$ cat config.mk
export PLATFORM = sky130hd
export DESIGN_NAME = sdrc_xfr_ctl
export DESIGN_NICKNAME = d
export VERILOG_FILES = /design/src/hw/sdrc_pkg.sv /design/src/hw/sdrc_cmd_if.sv /design/src/hw/sdrc_init_refresh.sv /design/src/hw/sdrc_xfr_engine.sv /design/src/hw/sdrc_cmd_arbiter.sv /design/src/hw/sdrc_xfr_ctl.sv
export SDC_FILE = /design/constraint.sdc
export NUM_CORES = 1
export LEC_CHECK = 0
export BUFFER_PORTS_ARGS = -buffer_cell sky130_fd_sc_hd__buf_2
export CELL_PAD_IN_SITES_DETAIL_PLACEMENT = 1
export CELL_PAD_IN_SITES_GLOBAL_PLACEMENT = 1
export CORE_AREA = 2 2 146 148
export DETAILED_ROUTE_END_ITERATION = 8
export DIE_AREA = 0 0 148 150
export PLACE_DENSITY = 0.7
export SKIP_LAST_GASP = 1
export SLEW_MARGIN = 0
export SYNTH_ARGS = -nofsm -noshare
export SYNTH_HDL_FRONTEND = slang
export SYNTH_SLANG_ARGS = --single-unit
$ cat constraint.sdc
create_clock -name clk -period 4 [get_ports clk]
set_input_delay 0.6 -clock clk [delete_from_list [all_inputs] [get_ports clk]]
set_output_delay 0.6 -clock clk [all_outputs]
set_load 0.01 [all_outputs]
$ cat src/hw/sdrc_pkg.sv
// sdram controller shared definitions
package sdrc_pkg;

   // {cs_n, ras_n, cas_n, we_n}, all active low
   typedef logic [3:0] sdr_cmd_t;

   localparam sdr_cmd_t CMD_DESEL     = 4'b1111;
   localparam sdr_cmd_t CMD_PRECHARGE = 4'b0010;
   localparam sdr_cmd_t CMD_ACTIVATE  = 4'b0011;
   localparam sdr_cmd_t CMD_READ      = 4'b0101;
   localparam sdr_cmd_t CMD_WRITE     = 4'b0100;
   localparam sdr_cmd_t CMD_BT        = 4'b0110;   // burst terminate
   localparam sdr_cmd_t CMD_REFRESH   = 4'b0001;
   localparam sdr_cmd_t CMD_MODE      = 4'b0000;   // mode register write

   // bank controller opcodes
   typedef enum logic [1:0] {
      OP_PRE = 2'b00,
      OP_ACT = 2'b01,
      OP_RD  = 2'b10,
      OP_WR  = 2'b11
   } req_op_e;

   typedef logic [12:0] row_addr_t;    // sdram address bus
   typedef logic [1:0]  bank_t;
   typedef logic [3:0]  req_id_t;      // transfer tag
   typedef logic [7:0]  xfr_len_t;     // length in columns
   typedef logic [3:0]  delay_t;       // timing delay, clocks
   typedef logic [11:0] rfsh_timer_t;  // clocks per row refresh
   typedef logic [2:0]  rfsh_rows_t;   // rows per refresh burst

   localparam row_addr_t PRECHARGE_ALL_ADDR = 13'h0400;  // a10 set, all banks

   localparam int BURST_COL_W      = 2;   // 4-column bursts
   localparam int INIT_REFRESH_CNT = 15;  // refreshes in power-up sequence
   localparam int MODE_WAIT        = 7;   // tmrd after mode write
   localparam int MAX_CAS          = 4;

endpackage

$ cat src/hw/sdrc_cmd_if.sv
// command request bus, one source to the arbiter
interface sdrc_cmd_if;
   logic                 req;    // held with its fields until ack
   sdrc_pkg::sdr_cmd_t   cmd;
   sdrc_pkg::bank_t      ba;
   sdrc_pkg::row_addr_t  addr;
   logic                 ack;    // same-cycle grant

   modport source (
      output req,
      output cmd,
      output ba,
      output addr,
      input  ack
   );

   modport sink (
      input  req,
      input  cmd,
      input  ba,
      input  addr,
      output ack
   );
endinterface

$ cat src/hw/sdrc_init_refresh.sv
// sdram init and refresh sequencer
module sdrc_init_refresh (
   input  logic                   clk,
   input  logic                   reset_n,
   input  logic                   i_sdram_enable,
   input  sdrc_pkg::row_addr_t    i_mode_reg,
   input  sdrc_pkg::delay_t       i_trp_delay,
   input  sdrc_pkg::delay_t       i_trcar_delay,
   input  sdrc_pkg::rfsh_timer_t  i_rfsh_time,
   input  sdrc_pkg::rfsh_rows_t   i_rfsh_rmax,
   input  logic                   i_pre_ok,
   input  logic                   i_tras_ok,
   output logic                   o_init_done,
   sdrc_cmd_if.source             mgmt_bus
);
   typedef enum logic [2:0] {
      ST_POWERUP, ST_PRECHARGE, ST_PCHWT, ST_REFRESH,
      ST_REFWT, ST_MODE_REG, ST_MODE_WT, ST_ACTIVE
   } mgmt_st_e;

   mgmt_st_e               st;
   mgmt_st_e               nxt_st;
   sdrc_pkg::delay_t       tmr;        // wait down-timer
   sdrc_pkg::delay_t       tmr_d;
   logic [3:0]             rcnt;       // refreshes still to issue
   logic [3:0]             rcnt_d;
   sdrc_pkg::rfsh_timer_t  rfsh_tmr;   // free running row interval
   sdrc_pkg::rfsh_rows_t   rows_due;
   logic                   tmr_tc, rcnt_tc, rfsh_tc, ref_req, pchg_ok;
   logic                   ld_tmr, ld_rcnt, dec_rcnt;

   assign tmr_tc  = (tmr == '0);
   assign rcnt_tc = (rcnt == '0);
   assign rfsh_tc = (rfsh_tmr == i_rfsh_time);
   assign ref_req = (rows_due >= i_rfsh_rmax);   // enough rows owed
   assign pchg_ok = i_pre_ok & i_tras_ok;

   always_ff @(posedge clk) begin
      if (!reset_n) begin
         st          <= ST_POWERUP;
         tmr         <= '0;
         rcnt        <= '0;
         rfsh_tmr    <= '0;
         rows_due    <= '0;
         o_init_done <= 1'b0;
      end else begin
         st       <= nxt_st;
         tmr      <= ld_tmr ? tmr_d : (tmr_tc ? tmr : tmr - 1'b1);
         rcnt     <= ld_rcnt ? rcnt_d : (dec_rcnt ? rcnt - 1'b1 : rcnt);
         rfsh_tmr <= rfsh_tc ? '0 : rfsh_tmr + 1'b1;
         // rows only accrue once running
         rows_due <= (st != ST_ACTIVE) ? '0 : (rfsh_tc ? rows_due + 1'b1 : rows_due);
         o_init_done <= ((st == ST_ACTIVE) | o_init_done) & i_sdram_enable;
      end
   end

   always_comb begin
      nxt_st        = st;
      mgmt_bus.req  = 1'b1;                   // busy states block the engine
      mgmt_bus.cmd  = sdrc_pkg::CMD_DESEL;
      mgmt_bus.ba   = '0;
      mgmt_bus.addr = sdrc_pkg::PRECHARGE_ALL_ADDR;
      ld_tmr        = 1'b0;
      tmr_d         = i_trp_delay;
      ld_rcnt       = 1'b0;
      rcnt_d        = 4'(sdrc_pkg::INIT_REFRESH_CNT);
      dec_rcnt      = 1'b0;
      case (st)
         ST_POWERUP: begin
            mgmt_bus.req = 1'b0;
            ld_rcnt      = 1'b1;              // power-up refresh count
            nxt_st       = i_sdram_enable ? ST_PRECHARGE : ST_POWERUP;
         end
         ST_PRECHARGE: begin
            // precharge all only once no bank is mid-transfer
            mgmt_bus.cmd = pchg_ok ? sdrc_pkg::CMD_PRECHARGE : sdrc_pkg::CMD_DESEL;
            ld_tmr       = mgmt_bus.ack & pchg_ok;
            nxt_st       = (mgmt_bus.ack & pchg_ok) ? ST_PCHWT : ST_PRECHARGE;
         end
         ST_PCHWT:
            nxt_st = tmr_tc ? ST_REFRESH : ST_PCHWT;   // trp
         ST_REFRESH: begin
            mgmt_bus.cmd = sdrc_pkg::CMD_REFRESH;
            ld_tmr       = mgmt_bus.ack;
            tmr_d        = i_trcar_delay;
            dec_rcnt     = mgmt_bus.ack;
            nxt_st       = mgmt_bus.ack ? ST_REFWT : ST_REFRESH;
         end
         ST_REFWT: begin
            nxt_st = !tmr_tc ? ST_REFWT :
                     !rcnt_tc ? ST_REFRESH :
                     o_init_done ? ST_ACTIVE : ST_MODE_REG;  // mode write on power-up only
         end
         ST_MODE_REG: begin
            mgmt_bus.cmd  = sdrc_pkg::CMD_MODE;
            mgmt_bus.addr = i_mode_reg;
            ld_tmr        = mgmt_bus.ack;
            tmr_d         = 4'(sdrc_pkg::MODE_WAIT);
            nxt_st        = mgmt_bus.ack ? ST_MODE_WT : ST_MODE_REG;
         end
         ST_MODE_WT:
            nxt_st = tmr_tc ? ST_ACTIVE : ST_MODE_WT;
         ST_ACTIVE: begin
            mgmt_bus.req = 1'b0;
            ld_rcnt      = ref_req;
            rcnt_d       = {1'b0, i_rfsh_rmax};   // burst of rmax refreshes
            nxt_st       = !i_sdram_enable ? ST_POWERUP :
                           ref_req ? ST_PRECHARGE : ST_ACTIVE;
         end
      endcase
   end
endmodule

$ cat src/hw/sdrc_xfr_engine.sv
// read and write transfer engine
module sdrc_xfr_engine (
   input  logic                 clk,
   input  logic                 reset_n,
   input  logic                 i_req,
   input  logic                 i_start,
   input  logic                 i_last,
   input  sdrc_pkg::req_id_t    i_id,
   input  sdrc_pkg::bank_t      i_ba,
   input  sdrc_pkg::row_addr_t  i_addr,
   input  sdrc_pkg::xfr_len_t   i_len,
   input  sdrc_pkg::req_op_e    i_op,
   input  logic [2:0]           i_cas_latency,
   input  logic                 i_init_done,
   input  logic                 i_mgmt_pending,
   output logic                 o_ack,
   output logic                 o_rdok,
   output logic                 o_wrnext,
   output logic                 o_rdstart,
   output logic                 o_rdlast,
   output logic                 o_wrstart,
   output logic                 o_wrlast,
   output logic                 o_pre_ok,
   output logic                 o_preemptible,
   output logic                 o_rd_ok_status,
   output logic                 o_wr_ok_status,
   output sdrc_pkg::req_id_t    o_id,
   sdrc_cmd_if.source           xfr_bus
);
   localparam int DLY_N = sdrc_pkg::MAX_CAS + 2;   // read-valid delay stages

   typedef enum logic [1:0] {XFR_IDLE, XFR_WRITE, XFR_READ, XFR_RDWT} xfr_st_e;

   xfr_st_e                st;
   xfr_st_e                nxt_st;
   xfr_st_e                ld_st;        // state for a newly taken transfer
   sdrc_pkg::row_addr_t    caddr;        // column last put out
   sdrc_pkg::bank_t        l_ba;
   sdrc_pkg::req_id_t      l_id;
   sdrc_pkg::xfr_len_t     l_len;
   logic                   l_last;
   logic [DLY_N-1:0][2:0]  rd_dly;       // {last, start, valid} per stage
   logic [2:0]             cas_sel;
   logic [2:0]             rd_tap;
   sdrc_pkg::sdr_cmd_t     op_cmd;
   sdrc_pkg::sdr_cmd_t     int_cmd;      // engine's own read/write/bt
   logic                   is_rd, is_wr, rw_op, pchg_hit, ld_xfr;
   logic                   l_end, bdry, last_col, pipe_mt;
   logic                   rd_next, wr_next, rd_start, rd_last;

   assign is_rd    = (i_op == sdrc_pkg::OP_RD);
   assign is_wr    = (i_op == sdrc_pkg::OP_WR);
   assign rw_op    = is_rd | is_wr;
   assign pchg_hit = (i_op == sdrc_pkg::OP_PRE) && (i_ba == l_ba);
   assign ld_xfr   = xfr_bus.ack & rw_op;
   assign ld_st    = is_rd ? XFR_READ : XFR_WRITE;
   assign l_end    = (l_len == 8'd1);
   assign bdry     = &caddr[sdrc_pkg::BURST_COL_W-1:0];   // next column opens a burst
   assign last_col = ld_xfr ? (i_len == 8'd1) : (l_len == 8'd2);

   always_comb begin
      unique case (i_op)
         sdrc_pkg::OP_PRE: op_cmd = sdrc_pkg::CMD_PRECHARGE;
         sdrc_pkg::OP_ACT: op_cmd = sdrc_pkg::CMD_ACTIVATE;
         sdrc_pkg::OP_RD:  op_cmd = sdrc_pkg::CMD_READ;
         sdrc_pkg::OP_WR:  op_cmd = sdrc_pkg::CMD_WRITE;
      endcase
   end

   // request side, independent of the grant
   always_comb begin
      xfr_bus.req = 1'b0;
      int_cmd     = sdrc_pkg::CMD_DESEL;
      case (st)
         XFR_IDLE:
            xfr_bus.req = i_req & i_init_done & ~i_mgmt_pending;
         XFR_READ, XFR_WRITE: begin
            if (l_end) begin
               int_cmd = sdrc_pkg::CMD_BT;   // close the open burst unless chained
               xfr_bus.req = i_req & ~i_mgmt_pending &
                             ((st == XFR_READ) ? (is_rd | pchg_hit) : rw_op);
            end else begin
               int_cmd = !bdry ? sdrc_pkg::CMD_DESEL :
                         (st == XFR_READ) ? sdrc_pkg::CMD_READ : sdrc_pkg::CMD_WRITE;
               xfr_bus.req = i_req & ~i_mgmt_pending & ~bdry & ~rw_op;  // other banks only
            end
         end
         XFR_RDWT:
            xfr_bus.req = i_req & ~i_mgmt_pending & (~is_wr | pipe_mt);  // no bus clash
      endcase
   end

   assign xfr_bus.cmd  = xfr_bus.req ? op_cmd : int_cmd;
   assign xfr_bus.addr = xfr_bus.req ? i_addr : caddr + 1'b1;
   assign xfr_bus.ba   = xfr_bus.req ? i_ba : l_ba;

   // grant side
   always_comb begin
      nxt_st         = st;
      rd_next        = xfr_bus.ack & is_rd;
      wr_next        = xfr_bus.ack & is_wr;
      o_rd_ok_status = ~i_mgmt_pending;
      o_wr_ok_status = ~i_mgmt_pending;
      case (st)
         XFR_IDLE:
            nxt_st = ld_xfr ? ld_st : XFR_IDLE;
         XFR_READ: begin
            o_wr_ok_status = 1'b0;
            if (!l_end) begin
               rd_next        = 1'b1;         // one column per clock
               o_rd_ok_status = 1'b0;
            end else
               nxt_st = (ld_xfr & is_rd) ? XFR_READ : XFR_RDWT;
         end
         XFR_WRITE: begin
            o_rd_ok_status = l_end & ~i_mgmt_pending;
            o_wr_ok_status = l_end & ~i_mgmt_pending;
            if (!l_end)
               wr_next = 1'b1;
            else
               nxt_st = ld_xfr ? ld_st : XFR_IDLE;
         end
         XFR_RDWT: begin
            o_wr_ok_status = pipe_mt & ~i_mgmt_pending;
            nxt_st = ld_xfr ? ld_st : (pipe_mt ? XFR_IDLE : XFR_RDWT);  // drain read data
         end
      endcase
   end

   // cas tap, clamped to the last stage
   assign cas_sel = (i_cas_latency > 3'(DLY_N - 1)) ? 3'(DLY_N - 1) : i_cas_latency;
   assign rd_tap  = rd_dly[cas_sel];

   always_comb begin
      pipe_mt = 1'b1;
      for (int i = 0; i < DLY_N; i++)
         pipe_mt &= ~(rd_dly[i][0] & (i <= int'(cas_sel)));  // tap stage counts as busy
   end

   assign rd_start = ld_xfr & is_rd & i_start;
   assign rd_last  = rd_next & last_col & (ld_xfr ? i_last : l_last);

   always_ff @(posedge clk) begin
      if (!reset_n) begin
         st     <= XFR_IDLE;
         rd_dly <= '0;
      end else begin
         st     <= nxt_st;
         rd_dly <= {rd_dly[DLY_N-2:0], {rd_last, rd_start, rd_next}};
      end
   end

   // context of the running transfer
   always_ff @(posedge clk) begin
      if (ld_xfr) begin
         l_ba   <= i_ba;
         l_id   <= i_id;
         l_last <= i_last;
      end
      caddr <= ld_xfr ? i_addr : ((rd_next | wr_next) ? caddr + 1'b1 : caddr);
      l_len <= ld_xfr ? i_len : (l_end ? l_len : l_len - 1'b1);
   end

   assign o_ack         = xfr_bus.ack;
   assign o_id          = ld_xfr ? i_id : l_id;
   assign o_wrnext      = wr_next;
   assign o_wrstart     = ld_xfr & is_wr & i_start;
   assign o_wrlast      = wr_next & last_col & (ld_xfr ? i_last : l_last);
   assign o_rdok        = rd_tap[0];
   assign o_rdstart     = rd_tap[1];
   assign o_rdlast      = rd_tap[2];
   assign o_preemptible = (st == XFR_IDLE) || (st == XFR_RDWT);
   assign o_pre_ok      = o_preemptible || ((st == XFR_READ) && l_end);
endmodule

$ cat src/hw/sdrc_cmd_arbiter.sv
// command arbiter and sdram pin registers
module sdrc_cmd_arbiter #(
   parameter int SDR_DW = 16,
   parameter int SDR_BW = 2
) (
   input  logic                 clk,
   input  logic                 reset_n,
   sdrc_cmd_if.sink             mgmt_bus,
   sdrc_cmd_if.sink             xfr_bus,
   input  logic                 i_preemptible,
   input  logic                 i_wr_next,
   input  logic [SDR_DW-1:0]    i_wrdt,
   input  logic [SDR_BW-1:0]    i_wren_n,
   output logic                 o_mgmt_pending,
   output logic                 o_sdr_cs_n,
   output logic                 o_sdr_ras_n,
   output logic                 o_sdr_cas_n,
   output logic                 o_sdr_we_n,
   output sdrc_pkg::bank_t      o_sdr_ba,
   output sdrc_pkg::row_addr_t  o_sdr_addr,
   output logic [SDR_BW-1:0]    o_sdr_dqm,
   output logic [SDR_BW-1:0]    o_sdr_den_n,
   output logic [SDR_DW-1:0]    o_sdr_dout
);
   sdrc_pkg::sdr_cmd_t   sel_cmd;
   sdrc_pkg::sdr_cmd_t   pin_cmd;

   // refresh/init wins only between transfers
   assign mgmt_bus.ack   = mgmt_bus.req & i_preemptible;
   assign xfr_bus.ack    = ~mgmt_bus.ack & xfr_bus.req;
   assign o_mgmt_pending = mgmt_bus.req;

   // engine's own commands go out with req low
   assign sel_cmd = mgmt_bus.ack ? mgmt_bus.cmd : xfr_bus.cmd;

   assign {o_sdr_cs_n, o_sdr_ras_n, o_sdr_cas_n, o_sdr_we_n} = pin_cmd;

   always_ff @(posedge clk) begin
      if (!reset_n) begin
         pin_cmd     <= sdrc_pkg::CMD_DESEL;
         o_sdr_dqm   <= '1;
         o_sdr_den_n <= '1;              // bus released
      end else begin
         pin_cmd     <= sel_cmd;
         o_sdr_dqm   <= i_wr_next ? i_wren_n : '0;
         o_sdr_den_n <= i_wr_next ? '0 : '1;
      end
   end

   always_ff @(posedge clk) begin
      if (!sel_cmd[3]) begin             // cs active
         o_sdr_addr <= mgmt_bus.ack ? mgmt_bus.addr : xfr_bus.addr;
         o_sdr_ba   <= mgmt_bus.ack ? mgmt_bus.ba : xfr_bus.ba;
      end
      if (i_wr_next)
         o_sdr_dout <= i_wrdt;           // hold last beat otherwise
   end
endmodule

$ cat src/hw/sdrc_xfr_ctl.sv
// sdram transfer controller top
module sdrc_xfr_ctl #(
   parameter int SDR_DW = 16,
   parameter int SDR_BW = 2
) (
   input  logic                   clk,
   input  logic                   reset_n,
   // bank controller requests
   input  logic                   i_req,
   input  logic                   i_start,
   input  logic                   i_last,
   input  sdrc_pkg::req_id_t      i_id,
   input  sdrc_pkg::bank_t        i_ba,
   input  sdrc_pkg::row_addr_t    i_addr,
   input  sdrc_pkg::xfr_len_t     i_len,
   input  sdrc_pkg::req_op_e      i_op,
   input  logic                   i_tras_ok,
   output logic                   o_ack,
   output logic                   o_pre_ok,
   output logic                   o_rd_ok_status,
   output logic                   o_wr_ok_status,
   // application data
   output logic                   o_rdok,
   output logic                   o_wrnext,
   output logic                   o_rdstart,
   output logic                   o_rdlast,
   output logic                   o_wrstart,
   output logic                   o_wrlast,
   output sdrc_pkg::req_id_t      o_id,
   input  logic [SDR_DW-1:0]      i_wrdt,
   input  logic [SDR_BW-1:0]      i_wren_n,
   output logic [SDR_DW-1:0]      o_rddt,
   // configuration
   input  logic                   i_sdram_enable,
   input  sdrc_pkg::row_addr_t    i_mode_reg,
   input  logic [2:0]             i_cas_latency,
   input  sdrc_pkg::delay_t       i_trp_delay,
   input  sdrc_pkg::delay_t       i_trcar_delay,
   input  sdrc_pkg::rfsh_timer_t  i_rfsh_time,
   input  sdrc_pkg::rfsh_rows_t   i_rfsh_rmax,
   output logic                   o_init_done,
   // sdram pins
   output logic                   o_sdr_cs_n,
   output logic                   o_sdr_ras_n,
   output logic                   o_sdr_cas_n,
   output logic                   o_sdr_we_n,
   output sdrc_pkg::bank_t        o_sdr_ba,
   output sdrc_pkg::row_addr_t    o_sdr_addr,
   output logic [SDR_BW-1:0]      o_sdr_dqm,
   output logic [SDR_BW-1:0]      o_sdr_den_n,
   output logic [SDR_DW-1:0]      o_sdr_dout,
   input  logic [SDR_DW-1:0]      i_sdr_din
);
   logic  preemptible;
   logic  mgmt_pending;

   sdrc_cmd_if mgmt_bus ();   // refresh/init commands
   sdrc_cmd_if xfr_bus ();    // transfer commands

   sdrc_init_refresh u_init_refresh (
      .clk, .reset_n,
      .i_sdram_enable, .i_mode_reg, .i_trp_delay, .i_trcar_delay,
      .i_rfsh_time, .i_rfsh_rmax,
      .i_pre_ok   (o_pre_ok),
      .i_tras_ok,
      .o_init_done,
      .mgmt_bus   (mgmt_bus.source)
   );

   sdrc_xfr_engine u_xfr_engine (
      .clk, .reset_n,
      .i_req, .i_start, .i_last, .i_id, .i_ba, .i_addr, .i_len, .i_op,
      .i_cas_latency,
      .i_init_done    (o_init_done),
      .i_mgmt_pending (mgmt_pending),
      .o_ack, .o_rdok, .o_wrnext, .o_rdstart, .o_rdlast, .o_wrstart, .o_wrlast,
      .o_pre_ok,
      .o_preemptible  (preemptible),
      .o_rd_ok_status, .o_wr_ok_status, .o_id,
      .xfr_bus        (xfr_bus.source)
   );

   sdrc_cmd_arbiter #(
      .SDR_DW (SDR_DW),
      .SDR_BW (SDR_BW)
   ) u_cmd_arbiter (
      .clk, .reset_n,
      .mgmt_bus       (mgmt_bus.sink),
      .xfr_bus        (xfr_bus.sink),
      .i_preemptible  (preemptible),
      .i_wr_next      (o_wrnext),
      .i_wrdt, .i_wren_n,
      .o_mgmt_pending (mgmt_pending),
      .o_sdr_cs_n, .o_sdr_ras_n, .o_sdr_cas_n, .o_sdr_we_n,
      .o_sdr_ba, .o_sdr_addr, .o_sdr_dqm, .o_sdr_den_n, .o_sdr_dout
   );

   assign o_rddt = i_sdr_din;   // qualified by o_rdok
endmodule

# Yosys cells after proc, flatten, opt, wreduce, memory -nomap -nowiden
# Index checks and enable logic that the tools add are counted.
# word_totals
regBits	114
inputBits	109
output_inout_bits	70
wordCells	195
# op_classes
add_sub_neg	6
order_cmp	8
n_eq_ne	23
muxes	65
n_bitwise	51
reduce_logical	18
# ops
op	n
13-bit two-way mux	5
4-bit two-way mux	12
1-bit bitwise AND	35
2-bit two-way mux	12
3-bit one-hot mux with 8 select lines	1
3-bit two-way mux	7
8-bit by 1-bit == test with 1-bit output, second input constant	2
1-bit two-way mux	16
8-bit two-way mux	2
4-bit one-hot mux with 4 select lines	1
13-bit by 1-bit adder with 13-bit output, second input constant	1
12-bit by 1-bit adder with 12-bit output, second input constant	1
12-bit == test	1
3-bit == test, second input constant	4
4-bit one-hot mux with 3 select lines	1
1-bit NOT	11
2-bit OR reduction	5
3-bit binary-select mux with 3-bit select	1
2-bit == test, second input constant	4
8-bit by 2-bit == test with 1-bit output, second input constant	1
4-bit logical NOT	2
2-bit one-hot mux with 4 select lines	1
4-bit one-hot mux with 2 select lines	1
4-bit by 1-bit subtractor with 4-bit output, second input constant	2
other kinds (24)	42

# Depth between registers and ports, before layout
# logic_depth
ltp_word	20
depth_mapped	10

# Modules after synthesis
# Synthesis repeated with hierarchy kept, for this count alone.
# unflattened
hier_cells	652
area_unflattened_um2	6423.7
# by_module_without_submodules
mod	n_inst	cells_per_inst	area_per_inst_um2	seq_area_each_um2
sdrc_xfr_engine	1	314	2869.0	1191.1
sdrc_init_refresh	1	245	2029.4	540.5
sdrc_cmd_arbiter	1	77	1405.1	1071.0
sdrc_xfr_ctl	1	16	120.1	0.0

# Worst setup path after synthesis
# No wires, ideal clock.
# synth_path
path_kind	input -> output
start	input port i_op[0]
end	output port o_wrlast
arrival_time_ns	3.194
required_time_ns	3.400
slack_ns	0.206
cell_stages	7
n_path_buf	0
cell_sequence	inv_1 ha_1 nor2_1 a211o_1 a21oi_4 o21ai_1 a21boi_0
# synth_between
elab_chain_len	13
# synth_rtl
element	line	text
start, declared	sdrc_xfr_ctl.sv:16	input sdrc_pkg::req_op_e i_op,
2-bit logical NOT	sdrc_xfr_engine.sv:54	assign pchg_hit = (i_op == sdrc_pkg::OP_PRE) && (i_ba == l_ba);
1-bit logical AND	sdrc_xfr_engine.sv:54	
1-bit bitwise OR	sdrc_xfr_engine.sv:81	((st == XFR_READ) ? (is_rd | pchg_hit) : rw_op);
1-bit two-way mux	sdrc_xfr_engine.sv:81	
1-bit bitwise AND	sdrc_xfr_engine.sv:80	xfr_bus.req = i_req & ~i_mgmt_pending &
1-bit two-way mux	sdrc_xfr_engine.sv:78	if (l_end) begin
1-bit one-hot mux with 3 select lines	sdrc_xfr_engine.sv:74	case (st)
1-bit bitwise AND	sdrc_cmd_arbiter.sv:30	assign xfr_bus.ack = ~mgmt_bus.ack & xfr_bus.req;
1-bit bitwise AND *	sdrc_xfr_engine.sv:101	wr_next = xfr_bus.ack & is_wr;
1-bit two-way mux	sdrc_xfr_engine.sv:118	if (!l_end)
1-bit two-way mux *	sdrc_xfr_engine.sv:104	case (st)
net o_wrnext	sdrc_xfr_ctl.sv:24	output logic o_wrnext,
1-bit bitwise AND * (2 in a row)	sdrc_xfr_engine.sv:168	assign o_wrlast = wr_next & last_col & (ld_xfr ? i_last : l_last);
end, declared	sdrc_xfr_ctl.sv:28	output logic o_wrlast,
# The timed path passes the listed nets; every way through them passes the cells marked *.

# Worst setup path in the final report
# layout_path
start	register u_xfr_engine.st[0]
end	output port o_wrlast
# layout_between
elab_chain_len	11
# layout_rtl
element	line	text
start, declared	sdrc_xfr_engine.sv:34	xfr_st_e st;
start signal, assigned	sdrc_xfr_engine.sv:148	st <= nxt_st;
2-bit == test	sdrc_xfr_engine.sv:74, sdrc_xfr_engine.sv:81	
1-bit two-way mux	sdrc_xfr_engine.sv:81	
1-bit bitwise AND	sdrc_xfr_engine.sv:80	
1-bit two-way mux	sdrc_xfr_engine.sv:78	
1-bit one-hot mux with 3 select lines	sdrc_xfr_engine.sv:74	
1-bit bitwise AND	sdrc_cmd_arbiter.sv:30	
1-bit bitwise AND	sdrc_xfr_engine.sv:101	
1-bit two-way mux	sdrc_xfr_engine.sv:118	
1-bit two-way mux	sdrc_xfr_engine.sv:104	
1-bit bitwise AND	sdrc_xfr_engine.sv:168	
1-bit bitwise AND *	sdrc_xfr_engine.sv:168	
# Mark *: on every way between the ends. The rest lies on a longest branch, timed or not.

==> impl_metrics.json <==
{
  "core_region_area_um2": 20690,
  "endpoint_kind": "primary output",
  "crit_slowest_cell": "ha_1",
  "synth_ff_type": "dfxtp_1",
  "worstHoldPathType": "in -> reg",
  "grt_pass1_vias": 4921,
  "synthCells": 587,
  "cts_max_path_buffers": 2,
  "max-cap-violations": 0,
  "crit_arrival_ns": 3.00,
  "synth-simple-area-share_pct": 16.14,
  "synth_xor_area_share_pct": 6.945,
  "io_buffers": 146,
  "reg2regPathDepth": 8,
  "ys_seq_area_share_pct": 46.30,
  "cts-resized-gates": 0,
  "netlist_area_um2": 6053,
  "synth_top_family_by_area": "simple AND/OR/NAND/NOR gates",
  "ys_types": 68,
  "hpwl_um": 12260,
  "critPathLaunchType": "flip-flop",
  "hold_start": "i_wrdt[10]",
  "grt_max_degree": 28,
  "cts_root_buf": "clkbuf_16",
  "io-pin-count": 179,
  "worst-setup-path-type": "reg -> out",
  "detail_route.vias_per_cell": 4.802,
  "start_util_pct": 29.26,
  "synth.largest_area_cell": "edfxtp_1",
  "path_clk_slew_ns": 0.06,
  "cts_buffers": 17,
  "fin_crit_sh_pct": 89.88,
  "hold_viol": 0,
  "synth_nets": 715,
  "yosys_register_bits": 113,
  "firstDrtPassIters": 4,
  "synthMuxAreaShare_pct": 8.723,
  "die_area_um2": 22200,
  "via_count": 4855,
  "fmax_mhz": 278.1,
  "synth-adder-area-share_pct": 3.927,
  "path_max_fanout": 13,
  "crit_required_ns": 3.40,
  "drcViolationCount": 0,
  "grt_pass1_wl_um": 26210,
  "syn_to_final_growth_pct": 25.11,
  "die_x_um": 148,
  "vdd_drop_max_mv": 0.3223,
  "gp_congestion": 0.8027,
  "p_leak_uw": 0.003093,
  "status": "finished, final reports clean",
  "yosys.area.top_type_share_pct": 26.79,
  "synth_compound_area_share_pct": 12.09,
  "hold_depth": 1,
  "rows": 53,
  "cts_tree": "yes",
  "grt-ovfl-total": 0,
  "setup_viol": 0,
  "drive_gt1_share_pct": 31.39,
  "antenna_found_initial": 1,
  "synth-edff-count": 54,
  "yosys_warnings": 0,
  "power.density_nw_per_um2": 448.4,
  "avgSynthCellArea_um2": 10.31,
  "numClockSinks": 113,
  "r2r-start": "u_xfr_engine.st[0]",
  "tightestPinTransition_ns": 0.9601,
  "finClkSkew_ns": 0.01278,
  "slew_headroom_pct": 35.94,
  "period_minus_slack_ns": 3.595,
  "drt_wl_total_um": 16350,
  "nNetsFinal": 851,
  "fin_hold_ws_ns": 0.3558,
  "tns_ns": 0,
  "wire_per_inst_um": 16.18,
  "max_stage_delay_ns": 0.48,
  "yosys-top-cells-area": "edfxtp_1 (27%), dfxtp_1 (20%), xnor2_1 (5.4%)",
  "crit_chain": "inv_1 > ha_1 > or2_2 > o2111ai_1 > a31oi_4 > a21oi_4 > o21ai_2 > a21boi_0 > buf_2",
  "cts_setup_buffers": 0,
  "clk_latency_ns": 0.41,
  "placed_area_um2": 6975,
  "r2r_end": "u_cmd_arbiter.o_sdr_addr[8]",
  "grt.total_usage_pct": 15.13,
  "fin_util_pct": 36.61,
  "fin_area_um2": 7574,
  "ff2ff_setup_slack_ns": 0.75,
  "num_antenna_cells": 0,
  "drtAntennaViolNets": 0,
  "slew_violations": 0,
  "min_to": "u_cmd_arbiter.o_sdr_dout[10]",
  "synth_common_cells": "dfxtp_1 (59), edfxtp_1 (54), nor2_1 (53)",
  "synthArstFlopShare_pct": 0,
  "die_h_um": 150,
  "finalPower_uw": 3396,
  "h-tree-depth": 4,
  "synth.most_common_cell": "dfxtp_1",
  "postCtsHoldBufs": 0,
  "drtIter0Drc": 292,
  "rsz0062_at_grt": "no"
}
==> registers in the layout, indices dropped and copies added, names as in the netlist, 3 cells and up <==
signal                    flops
u_init_refresh.rcnt           4
u_cmd_arbiter.o_sdr_addr     13
u_cmd_arbiter.pin_cmd         4
u_cmd_arbiter.o_sdr_dout     16
u_init_refresh.st             3
u_init_refresh.rows_due       3
u_xfr_engine.caddr           13
u_init_refresh.tmr            4
u_xfr_engine.l_len            8
u_xfr_engine.rd_dly          18
u_init_refresh.rfsh_tmr      12
u_xfr_engine.l_id             4
==> how the worst max path moves through the flow <==
| stage | from | endpoint | slack, ns |
|---|---|---|---|
| floorplan | i_op[0] | o_wrlast | 0.21 |
| global placement | i_op[0] | o_wrlast | 0.77 |
| detailed placement | u_xfr_engine.st[0] | u_cmd_arbiter.o_sdr_addr[8] | 0.72 |
| CTS | u_xfr_engine.st[0] | o_wrlast | 0.37 |
| global route | u_xfr_engine.st[1] | o_wrlast | 0.19 |
| finish | u_xfr_engine.st[0] | o_wrlast | 0.40 |
==> cells in the final DEF, fill, tap and decap left out, types with 4 or more instances in the layout <==
master / n
inv_1: 29
buf_2: 146
nor2_1: 53
nor2b_1: 4
nand4_1: 7
mux2_2: 8
o22ai_1: 7
a211oi_1: 9
a21oi_1: 23
mux2i_1: 16
edfxtp_1: 54
dfxtp_1: 59
and3_1: 8
nor3_1: 16
nand3_1: 22
a21o_1: 5
xnor2_1: 37
nand2b_1: 5
nand2_1: 37
ha_1: 19
o21ai_0: 26
xor2_1: 11
clkbuf_16: 18
buf_4: 10
mux2_4: 14
and2_1: 16
==> cell families (layout without fill, tap and decap cells) <==
family          Yosys count  after routing
simple gates            190            190
flops                   113            113
compound gates          107            107
buf+inv                  69            218
xor+xnor                 48             48
mux                      41             41
fa+ha+maj                19             19
==> cell type report <==
class / instances / area (um2)
Inverter: 30 / 112.6
Tap cell: 275 / 344.1
Multi-Input combinational cell: 405 / 2910
Fill cell: 2402 / 13120
Clock buffer: 20 / 467.9
Timing Repair Buffer: 156 / 805.8
Clock inverter: 12 / 130.1
Sequential cell: 113 / 2803
==> per-layer routing <==
layer	up-vias	track usage (%)	share of wire, %
li1	2352	-	-
met1	2375	19.38	46
met2	115	25.23	48
met3	11	4.085	4.4
met4	2	4.048	1.0
met5	-	0	0.10
==> power by group <==
| group | leakage, uW | internal, uW | switching (uW) | total (uW) |
|---|---|---|---|---|
| Combinational | 0.00182 | 223 | 239 | 462 |
| Clock | 0.000288 | 970 | 561 | 1530 |
| Sequential | 0.000984 | 1320 | 82.2 | 1400 |
| Total | 0.00309 | 2510 | 882 | 3400 |
==> metrics by stage <==
stage	cells	worst slack, ns
6_report	1011	0.4047
5_1_grt	1011	0.1918
4_1_cts	1011	0.3706
3_5_place_dp	979	0.7242
3_3_place_gp	979	0.7694
2_1_floorplan	587	0.2057
==> worst max-delay path, delay by kind of cell, from the launching register on <==
kind	cells	cell delay, ns
AOI/OAI and AO/OA	5	1.11
adders and majority gates	1	0.48
buffers and inverters	2	0.28
and+or+nand+nor	1	0.36
DFF	1	0.36
Power figures use the tool's default switching activity.
